**config.mk**
```make
export PLATFORM = sky130hd
export DESIGN_NAME = fetch_top
export DESIGN_NICKNAME = d
export VERILOG_FILES = /design/src/fetch_pkg.sv /design/src/fetch_pc_gen.sv /design/src/fetch_top.sv /design/src/if1_stage.sv /design/src/imem_arbiter.sv /design/src/inst_mem.sv /design/src/inst_queue.sv
export VERILOG_INCLUDE_DIRS = /design/src /design/src/src
export SDC_FILE = /design/constraint.sdc
export NUM_CORES = 2
export LEC_CHECK = 0
export BUFFER_PORTS_ARGS = -buffer_cell sky130_fd_sc_hd__buf_2
export CAP_MARGIN = 25
export CORE_MARGIN = 1.5
export CORE_UTILIZATION = 30
export CTS_BUF_LIST = sky130_fd_sc_hd__clkbuf_4 sky130_fd_sc_hd__clkbuf_8
export DETAILED_ROUTE_END_ITERATION = 16
export PLACE_DENSITY = 0.43
export SLEW_MARGIN = 20
export SYNTH_ARGS = -nofsm -noshare
export SYNTH_HDL_FRONTEND = slang
export SYNTH_MEMORY_MAX_BITS = 65536
export SYNTH_SLANG_ARGS = --single-unit
export TNS_END_PERCENT = 20
```
**constraint.sdc**
```tcl
create_clock -name clk -period 9.26 [get_ports clk]
set_input_delay 0.463 -clock clk [delete_from_list [all_inputs] [get_ports clk]]
set_output_delay 0.463 -clock clk [all_outputs]
set_load 0.01 [all_outputs]
```
**src/fetch_config.svh**
```systemverilog
`ifndef FETCH_CONFIG_SVH
`define FETCH_CONFIG_SVH

// fetch PC after reset
`define FETCH_PC_RESET 32'h0000_0000

// andi r0, r0, 0
// fills the slot that a fetch block does not supply
`define FETCH_INST_NOP 32'h0340_0000

// log2 of the memory depth in 64-bit blocks
`define IMEM_ADDR_W 6

// entries in the bundle queue
`define IQ_DEPTH 4

`endif

```
**src/fetch_pkg.sv**
```systemverilog
package fetch_pkg;

    // byte address
    typedef logic [31:0] addr_t;

    // one instruction word
    typedef logic [31:0] inst_t;

    // one memory block
    // lower slot at [31:0], upper slot at [63:32]
    typedef logic [63:0] block_t;

    // request on the memory port
    typedef struct packed {
        logic   valid;
        logic   write;
        addr_t  addr;
        block_t wdata;
    } mem_req_t;

    // read response, one cycle after the read
    typedef struct packed {
        logic   valid;
        addr_t  pc;
        block_t rdata;
        logic   fault;
    } mem_resp_t;

    // entry handed to the decoder
    typedef struct packed {
        addr_t pc;
        addr_t pc_next;
        inst_t inst0;
        inst_t inst1;
        logic  fault;
    } fetch_bundle_t;

endpackage

```
**src/fetch_pc_gen.sv**
```systemverilog
`include "fetch_config.svh"

module fetch_pc_gen (
    input  logic               clk,
    input  logic               rstn,
    input  logic               flush,
    input  fetch_pkg::addr_t   flush_pc,
    input  logic               fetch_gnt,
    input  logic               if1_allowin,
    output fetch_pkg::mem_req_t fetch_req
);
    import fetch_pkg::*;

    addr_t pc_q;
    addr_t pc_seq;
    logic  issue;

    // next aligned fetch block
    assign pc_seq = {pc_q[31:3], 3'b000} + 32'd8;

    // no request in the flush cycle
    // the new target goes out one cycle later
    assign fetch_req.valid = if1_allowin && !flush;
    assign fetch_req.write = 1'b0;
    assign fetch_req.addr  = pc_q;
    assign fetch_req.wdata = '0;

    // read leaves only with the port granted
    assign issue = fetch_req.valid && fetch_gnt;

    always_ff @(posedge clk or negedge rstn) begin
        if (!rstn) begin
            pc_q <= `FETCH_PC_RESET;
        end else if (flush) begin
            // target may be unaligned
            pc_q <= flush_pc;
        end else if (issue) begin
            pc_q <= pc_seq;
        end
    end

endmodule

```
**src/fetch_top.sv**
```systemverilog
`include "fetch_config.svh"

module fetch_top (
    input  logic                           clk,
    input  logic                           rstn,
    input  logic                           flush,
    input  fetch_pkg::addr_t               flush_pc,
    input  fetch_pkg::mem_req_t            load_req,
    input  logic                           pop,
    output fetch_pkg::fetch_bundle_t       out_bundle,
    output logic                           out_valid,
    output logic [$clog2(`IQ_DEPTH+1)-1:0] iq_count
);
    import fetch_pkg::*;

    mem_req_t      fetch_req;
    mem_req_t      mem_req;
    mem_resp_t     mem_resp;
    fetch_bundle_t push_data;
    logic          fetch_gnt;
    logic          if1_allowin;
    logic          push;
    logic          iq_full;

    // PC and request
    fetch_pc_gen pc_gen_i (
        .clk         (clk),
        .rstn        (rstn),
        .flush       (flush),
        .flush_pc    (flush_pc),
        .fetch_gnt   (fetch_gnt),
        .if1_allowin (if1_allowin),
        .fetch_req   (fetch_req)
    );

    // loader over fetch
    imem_arbiter arbiter_i (
        .clk       (clk),
        .rstn      (rstn),
        .load_req  (load_req),
        .fetch_req (fetch_req),
        .mem_req   (mem_req),
        .fetch_gnt (fetch_gnt)
    );

    inst_mem mem_i (
        .clk      (clk),
        .rstn     (rstn),
        .flush    (flush),
        .mem_req  (mem_req),
        .mem_resp (mem_resp)
    );

    // slot alignment and skid
    if1_stage if1_i (
        .clk         (clk),
        .rstn        (rstn),
        .flush       (flush),
        .mem_resp    (mem_resp),
        .iq_full     (iq_full),
        .if1_allowin (if1_allowin),
        .push        (push),
        .push_data   (push_data)
    );

    // bundles for the decoder
    inst_queue queue_i (
        .clk        (clk),
        .rstn       (rstn),
        .flush      (flush),
        .push       (push),
        .push_data  (push_data),
        .pop        (pop),
        .out_bundle (out_bundle),
        .out_valid  (out_valid),
        .iq_full    (iq_full),
        .iq_count   (iq_count)
    );

endmodule

```
**src/if1_stage.sv**
```systemverilog
`include "fetch_config.svh"

module if1_stage (
    input  logic                     clk,
    input  logic                     rstn,
    input  logic                     flush,
    input  fetch_pkg::mem_resp_t     mem_resp,
    input  logic                     iq_full,
    output logic                     if1_allowin,
    output logic                     push,
    output fetch_pkg::fetch_bundle_t push_data
);
    import fetch_pkg::*;

    fetch_bundle_t resp_bundle;
    fetch_bundle_t main_q;
    fetch_bundle_t skid_q;
    logic          main_v;
    logic          skid_v;
    logic          hold;
    addr_t         pc_aligned;

    // slot select by PC bit 2
    assign pc_aligned = {mem_resp.pc[31:3], 3'b000};

    always_comb begin
        resp_bundle.pc      = mem_resp.pc;
        resp_bundle.pc_next = pc_aligned + 32'd8;
        resp_bundle.fault   = mem_resp.fault;
        if (mem_resp.pc[2]) begin
            // entry in the upper half, lower slot unused
            resp_bundle.inst0 = mem_resp.rdata[63:32];
            resp_bundle.inst1 = `FETCH_INST_NOP;
        end else begin
            resp_bundle.inst0 = mem_resp.rdata[31:0];
            resp_bundle.inst1 = mem_resp.rdata[63:32];
        end
    end

    // main entry stuck behind a full queue
    assign hold = main_v && iq_full;

    assign push      = main_v && !iq_full;
    assign push_data = main_q;

    // stop fetch while the skid is taken,
    // and already in the cycle that fills it
    assign if1_allowin = !skid_v && !(hold && mem_resp.valid);

    always_ff @(posedge clk or negedge rstn) begin
        if (!rstn) begin
            main_v <= 1'b0;
            skid_v <= 1'b0;
        end else if (flush) begin
            // in-flight response dropped too
            main_v <= 1'b0;
            skid_v <= 1'b0;
        end else if (skid_v) begin
            // queue drained, skid moves up
            if (!iq_full) begin
                skid_v <= 1'b0;
            end
        end else if (hold) begin
            if (mem_resp.valid) begin
                skid_v <= 1'b1;
            end
        end else begin
            // main empty or pushed this cycle
            main_v <= mem_resp.valid;
        end
    end

    // payload, same priority as above
    always_ff @(posedge clk) begin
        if (skid_v) begin
            if (!iq_full) begin
                main_q <= skid_q;
            end
        end else if (hold) begin
            if (mem_resp.valid) begin
                skid_q <= resp_bundle;
            end
        end else if (mem_resp.valid) begin
            main_q <= resp_bundle;
        end
    end

endmodule

```
**src/imem_arbiter.sv**
```systemverilog
module imem_arbiter (
    input  logic                clk,
    input  logic                rstn,
    input  fetch_pkg::mem_req_t load_req,
    input  fetch_pkg::mem_req_t fetch_req,
    output fetch_pkg::mem_req_t mem_req,
    output logic                fetch_gnt
);

    // owner of the port in the last cycle
    typedef enum logic [1:0] {
        OWN_NONE,
        OWN_FETCH,
        OWN_LOAD
    } owner_e;

    owner_e owner_q;
    owner_e owner_d;

    // loader first
    // fetch also waits one cycle after a loader access,
    // so a read never lands right behind a write
    assign fetch_gnt = !load_req.valid && (owner_q != OWN_LOAD);

    // winner forwarded as one struct
    always_comb begin
        if (load_req.valid) begin
            mem_req = load_req;
        end else if (fetch_gnt) begin
            mem_req = fetch_req;
        end else begin
            mem_req = '0;
        end
    end

    always_comb begin
        if (load_req.valid) begin
            owner_d = OWN_LOAD;
        end else if (fetch_req.valid && fetch_gnt) begin
            owner_d = OWN_FETCH;
        end else begin
            owner_d = OWN_NONE;
        end
    end

    always_ff @(posedge clk or negedge rstn) begin
        if (!rstn) begin
            owner_q <= OWN_NONE;
        end else begin
            owner_q <= owner_d;
        end
    end

endmodule

```
**src/inst_mem.sv**
```systemverilog
`include "fetch_config.svh"

module inst_mem (
    input  logic                 clk,
    input  logic                 rstn,
    input  logic                 flush,
    input  fetch_pkg::mem_req_t  mem_req,
    output fetch_pkg::mem_resp_t mem_resp
);
    import fetch_pkg::*;

    localparam int DEPTH = 1 << `IMEM_ADDR_W;

    block_t mem [DEPTH];

    logic [`IMEM_ADDR_W-1:0] index;
    logic                    in_range;
    logic                    rd_en;

    // block index from the byte address
    assign index    = mem_req.addr[`IMEM_ADDR_W+2:3];
    // anything above the depth faults
    assign in_range = (mem_req.addr[31:`IMEM_ADDR_W+3] == '0);
    assign rd_en    = mem_req.valid && !mem_req.write;

    // out-of-range loader writes dropped
    always_ff @(posedge clk) begin
        if (mem_req.valid && mem_req.write && in_range) begin
            mem[index] <= mem_req.wdata;
        end
    end

    // response one cycle after the read
    // flush drops the valid
    // payload carries the request PC back
    always_ff @(posedge clk or negedge rstn) begin
        if (!rstn) begin
            mem_resp <= '0;
        end else begin
            mem_resp.valid <= rd_en && !flush;
            if (rd_en) begin
                mem_resp.pc    <= mem_req.addr;
                mem_resp.fault <= !in_range;
                mem_resp.rdata <= in_range ? mem[index] : {`FETCH_INST_NOP, `FETCH_INST_NOP};
            end
        end
    end

endmodule

```
**src/inst_queue.sv**
```systemverilog
`include "fetch_config.svh"

module inst_queue (
    input  logic                               clk,
    input  logic                               rstn,
    input  logic                               flush,
    input  logic                               push,
    input  fetch_pkg::fetch_bundle_t           push_data,
    input  logic                               pop,
    output fetch_pkg::fetch_bundle_t           out_bundle,
    output logic                               out_valid,
    output logic                               iq_full,
    output logic [$clog2(`IQ_DEPTH+1)-1:0]     iq_count
);
    import fetch_pkg::*;

    localparam int DEPTH = `IQ_DEPTH;
    localparam int PTR_W = (DEPTH > 1) ? $clog2(DEPTH) : 1;
    localparam int CNT_W = $clog2(DEPTH + 1);

    typedef logic [PTR_W-1:0] ptr_t;
    typedef logic [CNT_W-1:0] cnt_t;

    fetch_bundle_t entries [DEPTH];

    ptr_t wr_ptr;
    ptr_t rd_ptr;
    cnt_t count;
    logic do_push;
    logic do_pop;

    assign out_valid  = (count != '0);
    assign iq_full    = (count == cnt_t'(DEPTH));
    assign iq_count   = count;
    assign out_bundle = entries[rd_ptr];

    // pop on empty ignored
    assign do_push = push && !iq_full;
    assign do_pop  = pop && out_valid;

    // wrap at depth, not only at a power of two
    function automatic ptr_t ptr_inc(input ptr_t ptr);
        if (ptr == ptr_t'(DEPTH - 1)) begin
            return '0;
        end
        return ptr + ptr_t'(1);
    endfunction

    always_ff @(posedge clk or negedge rstn) begin
        if (!rstn) begin
            wr_ptr <= '0;
            rd_ptr <= '0;
            count  <= '0;
        end else if (flush) begin
            wr_ptr <= '0;
            rd_ptr <= '0;
            count  <= '0;
        end else begin
            if (do_push) begin
                wr_ptr <= ptr_inc(wr_ptr);
            end
            if (do_pop) begin
                rd_ptr <= ptr_inc(rd_ptr);
            end
            // both at once leaves the count alone
            if (do_push && !do_pop) begin
                count <= count + cnt_t'(1);
            end else if (do_pop && !do_push) begin
                count <= count - cnt_t'(1);
            end
        end
    end

    // storage
    always_ff @(posedge clk) begin
        if (do_push) begin
            entries[wr_ptr] <= push_data;
        end
    end

endmodule

```
==> results by group <==
Status
  • Outcome: complete, no violations

Power
  • Switching Power: 13.1 mW
  • Total power density per cell area: 223 nW/um^2
  • Switching portion of total power: 26.3%
  • Peak supply drop: 0.161 mV
  • Register share of total power: 50.5%
  • Leakage: 70.6 nW
  • Share of total power in combinational logic: 9.9%
  • Final Power: 49.7 mW
  • Internal power contribution: 36.6 mW
  • Clock group share of total power: 39.6%

Synthesis
  • Number of distinct library cell variants in the gate-level netlist after synthesis: 93
  • Count of flip-flops with a built-in enable after synthesis: 4852
  • Synth warnings: 0
  • Asr flop ratio synth: 2.82%
  • Sequential share of the synthesized area: 78.8%
  • Post-synth design cell area: 189000 um^2
  • Flip-flop cell with the highest count after synthesis: sky130_fd_sc_hd__edfxtp_1
  • Mapped Cells: 11000
  • Post-Syn Area per Cell: 17.2 um^2
  • Yosys reg bits: 4993

STA
  • Setup repair after global routing missed its margin: no
  • Count of endpoints failing hold in the final timing report: 0
  • Setup total negative slack: 0 ns
  • Worst slew slack as a fraction of its limit: 14.6%
  • Count of endpoints failing setup in the final report: 0
  • Final clock period utilization by the worst path: 69.4%
  • Clock skew: 0.117 ns
  • Worst Tran Pin Value: 1.28 ns
  • Maximum operating frequency: 156 MHz
  • Post-route minimum period: 6.42 ns
  • Final count of pins violating max slew: 0

Detailed routing
  • Number of DRC violations after detailed routing: 0
  • Number of DRC markers in iteration 0: 17100
  • Router iterations before antenna repair: 8
  • Count of antenna-violating nets left after detailed routing: 0
  • Average via count per standard cell: 5.63
  • Routed len/inst: 37.9 um
  • Total number of vias: 120000
  • Routed wire length: 805000 um

Global route
  • Global-route wire length before repair: 1070000 um
  • Overall overflow remaining after global route: 0
  • Total track usage: 24.5%
  • Pin count of the biggest net entering global routing: 117
  • Via count of the first global-routing pass: 117000
  • Antenna violations before repair: 90

Placed design
  • Dpl cell area: 203000 um^2
  • Placed cell count: 19400
  • # port buffers: 263
  • Detail Placement HPWL: 453000 um
  • Final estimated routing congestion in global placement: 0.840

Setup path
  • Data required time at the worst endpoint: 10.21 ns
  • Critical Path AT: 7.37 ns
  • Crit end category: flip-flop
  • Classification of the worst setup path: flip-flop to flip-flop
  • Largest fanout on the critical path: 35
  • Worst-case reg-to-reg path depth: 10
  • Category of the worst setup path launch point: flip-flop

Die
  • Die outline width: 797 um
  • I/O pin count: 267
  • Floorplan Core Area: 628000 um^2
  • Die area: 636000 um^2
  • Effective utilization at floorplan: 30.1%
  • Chip Height: 797 um
  • Number of standard-cell rows in the floorplan: 291

Run
  • Max-cap check violation count: 0

Hold path
  • Hold Crit Class: input port to flip-flop
  • Cell depth of the worst hold path: 3

CTS
  • Clock sink total: 4993
  • Clk slew on worst S/H paths: 0.06 ns
  • CTS tree: done
  • Number of buffers created by CTS: 841
  • Latest clock arrival within the worst-skew pair: 1.40 ns
  • Number of setup buffers added after CTS: 0
  • Clock root buffer master: sky130_fd_sc_hd__clkbuf_8
  • CTS H-tree depth: 6
  • Maximum buffer depth of the clock tree: 4

Finish
  • Commonest non-fill, non-tap cell in the layout: sky130_fd_sc_hd__edfxtp_1
  • Final cell utilization of the core: 35.4%
  • Syn-to-layout area delta: 17.4%
  • Fraction of final layout cells with drive strength greater than 1: 21.7%
  • Final instance area: 222000 um^2
  • Most frequent cells in the layout: sky130_fd_sc_hd__edfxtp_1 (4852), sky130_fd_sc_hd__nand2_1 (1170), sky130_fd_sc_hd__clkbuf_8 (866)
  • Non-filler instance count after layout: 21200
  • Post-layout nets: 12300
through the flow:
stage	hold slack (ns)	setup WS [ns]
finish	0.0963	2.84
global placement	0.436	2.80
detailed placement	0.444	2.83
floorplan	0.167	2.36
CTS	0.00589	2.89
global route	0.0606	2.70
layer usage:
| layer | wire length [um] | global-route usage, % |
|---|---|---|
| met2 | 367000 | 38.5 |
| met4 | 31500 | 8.81 |
| met5 | 191 | 0 |
| met3 | 76600 | 5.06 |
| met1 | 330000 | 33.7 |
flip-flops by register name, indices dropped and copies added (netlist names), 3 cells and up:
register and count:
if1_i.push_data 126, queue_i.iq_count 3, mem_i.mem 4096, if1_i.skid_q 126
queue_i.entries 504, mem_i.mem_resp 98, pc_gen_i.pc_q 32
timing repair:
| item | in CTS | in global routing |
|---|---|---|
| hold buffers | 257 | 0 |
| hold endpoints to repair | 3166 | 0 |
| gates resized for setup | 0 | 0 |
cell usage after synthesis, drive strengths merged, types with 31 or more instances:
cell    instances  area (um^2)
edfxtp       4852       146000
nand3         369         1890
o31ai          63          473
a221oi         40          363
a211oi         41          308
o211ai        163         1220
a32oi          63          552
dfrtp         141         3530
and2           76          478
nand4          33          221
nor4           34          219
nand2        1183         4450
mux2          322         3630
a21oi         298         1510
xnor2          31          272
nor3           86          470
nor2b          47          312
a31oi          60          375
mux2i         185         1850
buf           541         3090
o221ai        194         1700
nor2          281         1080
o22ai         733         4590
o21ai         303         1520
a22oi         115          882
o41ai          50          438
mux4          205         4620
clkbuf        180          676
power groups by stage:
stage	clock network (mW)	logic, mW	registers [mW]
floorplan	0	2.44	25.5
global placement	0	4.75	25.6
detailed placement	0	4.77	25.6
CTS	19.9	4.88	25.1
global route	20.9	5.06	25.1
finish	19.7	4.92	25.1
worst max-delay path, stage by stage, from the launching register on:
cell,delay (ns)
sky130_fd_sc_hd__dfrtp_1,0.40
sky130_fd_sc_hd__nor2b_1,0.40
sky130_fd_sc_hd__buf_4,0.28
sky130_fd_sc_hd__o21ai_0,0.17
sky130_fd_sc_hd__nor4_1,0.47
sky130_fd_sc_hd__and4_1,0.37
sky130_fd_sc_hd__and3_1,0.57
sky130_fd_sc_hd__and3_1,0.69
sky130_fd_sc_hd__nand2_1,0.71
sky130_fd_sc_hd__nor2_4,0.82
sky130_fd_sc_hd__buf_4,0.95
cell type report:
cell class / instances / area (um^2)
Multi-Input combinational cell: 5303 / 37400
Sequential cell: 4993 / 149000
Antenna cell: 60 / 150
Tap cell: 8350 / 10400
Inverter: 11 / 41.3
Clock inverter: 395 / 2400
Fill cell: 59800 / 406000
Clock buffer: 1151 / 14100
Timing Repair Buffer: 979 / 8570
kinds of logic after synthesis:
family | synth area share (%)
buffers and inverters | 2.01
other | 0.00198
AOI/OAI and AO/OA | 8.41
and+or+nand+nor | 5.09
muxes | 5.33
xor gates and xnor gates | 0.268
adders and majority gates | 0.0568
DFF | 78.8
final timing paths:
kind | startpoint | to | slack [ns]
max in group asynchronous | rstn | queue_i.rd_ptr[0] | 7.90
min reg2reg | mem_i.mem_resp[95] | if1_i.skid_q[127] | 0.45
min | load_req[48] | mem_i.mem[27][48] | 0.1
min in group asynchronous | rstn | pc_gen_i.pc_q[1] | 0.39
max reg2reg | arbiter_i.owner_q[1] | mem_i.mem[46][18] | 2.84
max | arbiter_i.owner_q[1] | mem_i.mem[46][18] | 2.84
Power figures use the tool's default switching activity.
